==> src/rtl/keccak_pkg.sv <==
`default_nettype none

package keccak_pkg;

  localparam int lane_w     = 64;
  localparam int n_rounds   = 24;
  localparam int rate_w     = 1088;
  localparam int capacity_w = 512;

  // lane (x,y) at position 5y+x, lane (0,0) in the top 64 bits
  typedef logic [25*lane_w-1:0] state_t;
  typedef logic [lane_w-1:0] lane_t;
  typedef logic [4:0] round_idx_t;

  typedef enum logic {
    idle,
    run
  } perm_state_e;

  ////////////////////////////////////////////////////////////
  // iota constants, one per round
  ////////////////////////////////////////////////////////////
  localparam lane_t round_consts [n_rounds] = '{
    64'h0000_0000_0000_0001,
    64'h0000_0000_0000_8082,
    64'h8000_0000_0000_808a,
    64'h8000_0000_8000_8000,
    64'h0000_0000_0000_808b,
    64'h0000_0000_8000_0001,
    64'h8000_0000_8000_8081,
    64'h8000_0000_0000_8009,
    64'h0000_0000_0000_008a,
    64'h0000_0000_0000_0088,
    64'h0000_0000_8000_8009,
    64'h0000_0000_8000_000a,
    64'h0000_0000_8000_808b,
    64'h8000_0000_0000_008b,
    64'h8000_0000_0000_8089,
    64'h8000_0000_0000_8003,
    64'h8000_0000_0000_8002,
    64'h8000_0000_0000_0080,
    64'h0000_0000_0000_800a,
    64'h8000_0000_8000_000a,
    64'h8000_0000_8000_8081,
    64'h8000_0000_0000_8080,
    64'h0000_0000_8000_0001,
    64'h8000_0000_8000_8008
  };

  // rho left-rotation amounts, indexed by 5y+x
  localparam int unsigned rho_offsets [25] = '{
     0,  1, 62, 28, 27,
    36, 44,  6, 55, 20,
     3, 10, 43, 25, 39,
    41, 45, 15, 21,  8,
    18,  2, 61, 56, 14
  };

  // swaps byte order inside one lane
  function automatic lane_t lane_byte_swap(lane_t v);
    lane_t r;
    for (int b = 0; b < lane_w / 8; b++)
    begin
      r[b*8 +: 8] = v[(lane_w/8 - 1 - b)*8 +: 8];
    end
    return r;
  endfunction

endpackage

`default_nettype wire

==> src/rtl/miner_pkg.sv <==
`default_nettype none

package miner_pkg;

  localparam int header_w     = 608;
  localparam int nonce_w      = 32;
  localparam int target_w     = 64;
  localparam int digest_w     = 256;
  localparam int digest_lanes = 4;

  typedef logic [header_w-1:0] header_t;
  typedef logic [nonce_w-1:0]  nonce_t;
  typedef logic [target_w-1:0] target_t;
  typedef logic [digest_w-1:0] digest_t;

  // 640-bit message, header in the upper bits
  typedef struct packed {
    header_t header;
    nonce_t  nonce;
  } msg_t;

  // keccak padding, first byte after message and last rate byte
  localparam logic [7:0] pad_first_byte = 8'h01;
  localparam logic [7:0] pad_last_byte  = 8'h80;

endpackage

`default_nettype wire

==> src/rtl/hash_target_check.sv <==
`default_nettype none

module hash_target_check
  import keccak_pkg::*, miner_pkg::*;
(
  input  logic    clk,
  input  logic    arst_n,
  input  logic    perm_done,
  input  state_t  perm_state,
  input  target_t target,
  output logic    done,
  output digest_t digest,
  output logic    match
);

  digest_t digest_next;

  // lanes 0 to 3 with lane 0 as the top word
  always_comb
  begin
    for (int i = 0; i < digest_lanes; i++)
    begin
      digest_next[(digest_lanes - 1 - i)*lane_w +: lane_w] =
        lane_byte_swap(perm_state[(24 - i)*lane_w +: lane_w]);
    end
  end

  always_ff @(posedge clk or negedge arst_n)
  begin
    if (!arst_n)
    begin
      done   <= 1'b0;
      digest <= '0;
      match  <= 1'b0;
    end
    else
    begin
      done <= perm_done;
      if (perm_done)
      begin
        digest <= digest_next;
        match  <= (digest_next[target_w-1:0] <= target);
      end
    end
  end

  // done echoes one perm_done pulse and never lasts two cycles
  done_after_perm: assert property (
    @(posedge clk) disable iff (!arst_n)
    done |-> $past(perm_done) && !$past(done)
  );

endmodule

`default_nettype wire

==> config.mk <==
export PLATFORM = sky130hd
export DESIGN_NAME = hash_target_check
export DESIGN_NICKNAME = d
export VERILOG_FILES = /design/src/rtl/keccak_pkg.sv /design/src/rtl/miner_pkg.sv /design/src/rtl/hash_target_check.sv
export SDC_FILE = /design/constraint.sdc
export NUM_CORES = 1
export LEC_CHECK = 0
export BUFFER_PORTS_ARGS = -buffer_cell sky130_fd_sc_hd__buf_2
export CORE_AREA = 2 2 754 756
export CTS_CLUSTER_DIAMETER = 30
export CTS_CLUSTER_SIZE = 12
export DETAILED_ROUTE_END_ITERATION = 7
export DIE_AREA = 0 0 756 758
export SLEW_MARGIN = 20
export SYNTH_ARGS = -nofsm -noshare
export SYNTH_HDL_FRONTEND = slang
export SYNTH_SLANG_ARGS = --single-unit
==> constraint.sdc <==
create_clock -name clk -period 1.7 [get_ports clk]
set_clock_uncertainty 0.05 [all_clocks]
set_input_delay 0.51 -clock clk [delete_from_list [all_inputs] [get_ports clk]]
set_output_delay 0.51 -clock clk [all_outputs]
set_load 0.02 [all_outputs]
==> results.cfg <==
[critical_path]
worst-path-buf-inv = 1
crit_arrival_ps = 1380
max_stage_delay_ps = 410
critPathMaxFanout = 2
worst_setup_path_end_kind = output pin
critPathKind = register to output pin
start_kind = register
crit_slowest_cell = dfrtp_1
worstPathCellList = buf_12
r2r_cells = 3
cp.required_ps = 1140
cp.depth = 1
critical_path.top_delay_family = flip-flops

[detailed_routing]
drtPass1Iterations = 4
drc = 0
viasPerCell = 1.16
vias = 10900
wirelength_mm = 110
antenna_left = 0
wire_per_inst_microns = 11.7
drt_iter0_drc = 244

[sta]
rsz0062_at_grt = true
relSlewSlack_pct = 67.9
hold_violations = 0
timing.final.ws_setup_ps = -242
period_share_pct = 114
worst_slew_pin_slew_ps = 481
fmax_mhz = 515
setup_viol = 259
slew_violations = 0
min_period_ps = 1940

[global_routing]
grt_max_degree = 84
globalRouteOverflowTotal = 0
grt_pass1_wl_mm = 130
grtUsageTotal_pct = 3.68
grt_pass1_vias = 11400
antenna_found_initial = 111

[yosys]
async_flop_share_pct = 100
netlist_area_sq_um = 11100
synth.distinct_cells = 30
synth_ff_type = dfrtp_1
synthCells = 775
syn_area_per_cell_sq_um = 14.3
synth_edf_count = 0
yosys_warnings = 0
yosysSeqAreaShare_pct = 58.2
synth_fp_nets = 2506
ys_ff_latch = 258

[floorplanning]
num_rows = 276
die_y_microns = 758
initial_core_util_pct = 1.97
fp.dieArea_sq_um = 573000
ios = 1925
die_w_microns = 756
core-area_sq_um = 564000

[place]
dp_hpwl_mm = 93.7
gp_congestion = 0.704
port_buffers = 580
dp.cells = 8881
post_dp_cell_area_sq_um = 23900

[cells_and_area]
ff_latch_area_sq_um = 6460
syn2layout_area_growth_pct = 184
multi_input_area_sq_um = 4590
stdcell_count = 9394
final_common_cell = buf_2
nets = 3456
drive_gt1_share_pct = 62.6
fillCellCount = 66100
stdcell_area_sq_um = 31500
final_cell_mix = 291 x buf_2, 256 x mux2_2, 254 x dfrtp_1

[min_path]
hold_depth = 2
hp-class = input pin to register

[flow_run]
maxCapViolCount = 0

[clocking]
cts.sinks = 258
clk_pin_slew_ps = 40
htreeDepth = 3
cts_tree = yes
cts-root-buf = clkbuf_16
cts_made_buffers = 75
clk_latency_ps = 740
clk_path_buf_depth = 4

[power]
irDropWorstVdd_v = 0.000796
p_leak_nw = 10.7
p_per_area_nw_per_um2 = 878

[run_status]
violations = negative setup slack
status = finished, violations left
[kinds of logic after synthesis]
kind of cell             count (synthesis)  synth area share [%]
adder cells (fa/ha/maj)                 64                  7.22
buffers and inverters                   96                  3.25
AND/OR/NAND/NOR                         47                  2.50
flip-flops                             258                  58.2
multiplexers                           256                  26.0
AO/OA/AOI/OAI                           54                  2.81
[state kept, by name, indices dropped and copies added, names as in the netlist]
register	count
digest	256
match	1
done	1
[area by class of cell]
class,count,area share (%)
tap,7506,29.8
timing repair buffer,902,25.2
sequential,258,20.5
multi-input combinational,421,14.6
clock buffer,95,6.68
clock inverter,34,1.51
antenna,111,0.881
inverter,67,0.845
[layer usage]
layer	part of all wire (%)	GRT usage [%]	vias to the layer above	routed length, microns
li1	-	-	4793	-
met1	30	3.15	5091	32600
met2	54	7.09	718	59300
met3	11	1.77	262	11800
met4	5.5	1.72	6	6030
met5	0.036	0	-	40
[power by group]
group | internal, W | switching, W
combinational | 0.00285 | 0.00272
sequential | 0.00679 | 0.000501
clock | 0.0103 | 0.00454
[repair_timing]
action                                  CTS  global route
buffers inserted                         24            39
cloned                                    0             0
pin swaps                                 9             5
hold endpoints to repair                385             2
resized for setup                       602            44
endpoints found under the setup margin  259           259
hold buffers                            208             2
[synth_stat cells, types with 2 or more instances]
library cell | n | area share [%]
nand2_1 | 12 | 0.41
or4_1 | 2 | 0.14
a21o_1 | 3 | 0.20
nand3_1 | 5 | 0.23
dfrtp_1 | 258 | 58
a21boi_0 | 2 | 0.14
a211o_1 | 2 | 0.16
a211oi_1 | 2 | 0.14
nor2_1 | 4 | 0.14
nand4_1 | 13 | 0.73
inv_1 | 67 | 2.3
nor2b_1 | 3 | 0.17
ha_1 | 64 | 7.2
a21oi_1 | 29 | 1.3
mux2_2 | 256 | 26
clkbuf_1 | 29 | 0.98
o21ai_0 | 11 | 0.50
[path summary, 6_finish.rpt]
path                                  start     endpoint  slack, ps
max                             digest[193]  digest[193]       -240
min                        perm_state[1347]   digest[59]         50
max reg2reg                     digest[230]  digest[230]        620
min reg2reg                     digest[184]  digest[184]        470
max in group asynchronous            arst_n   digest[36]        680
min in group asynchronous            arst_n   digest[67]        130
[metrics by stage]
stage	setup TNS, ps	setup WS, ps	utilization (%)	power (W)	hold slack, ps
6_report	-33930	-242	5.59	0.0277	54.2
5_1_grt	-57640	-368	5.56	0.0291	1.30
4_1_cts	-59630	-389	5.45	0.0282	3.22
3_5_place_dp	-2530	-973	4.23	0.0113	317
3_3_place_gp	-1800	-1030	4.23	0.0112	315
2_1_floorplan	-517	-517	-	0.00894	164
(Power assumes the default switching activity.)
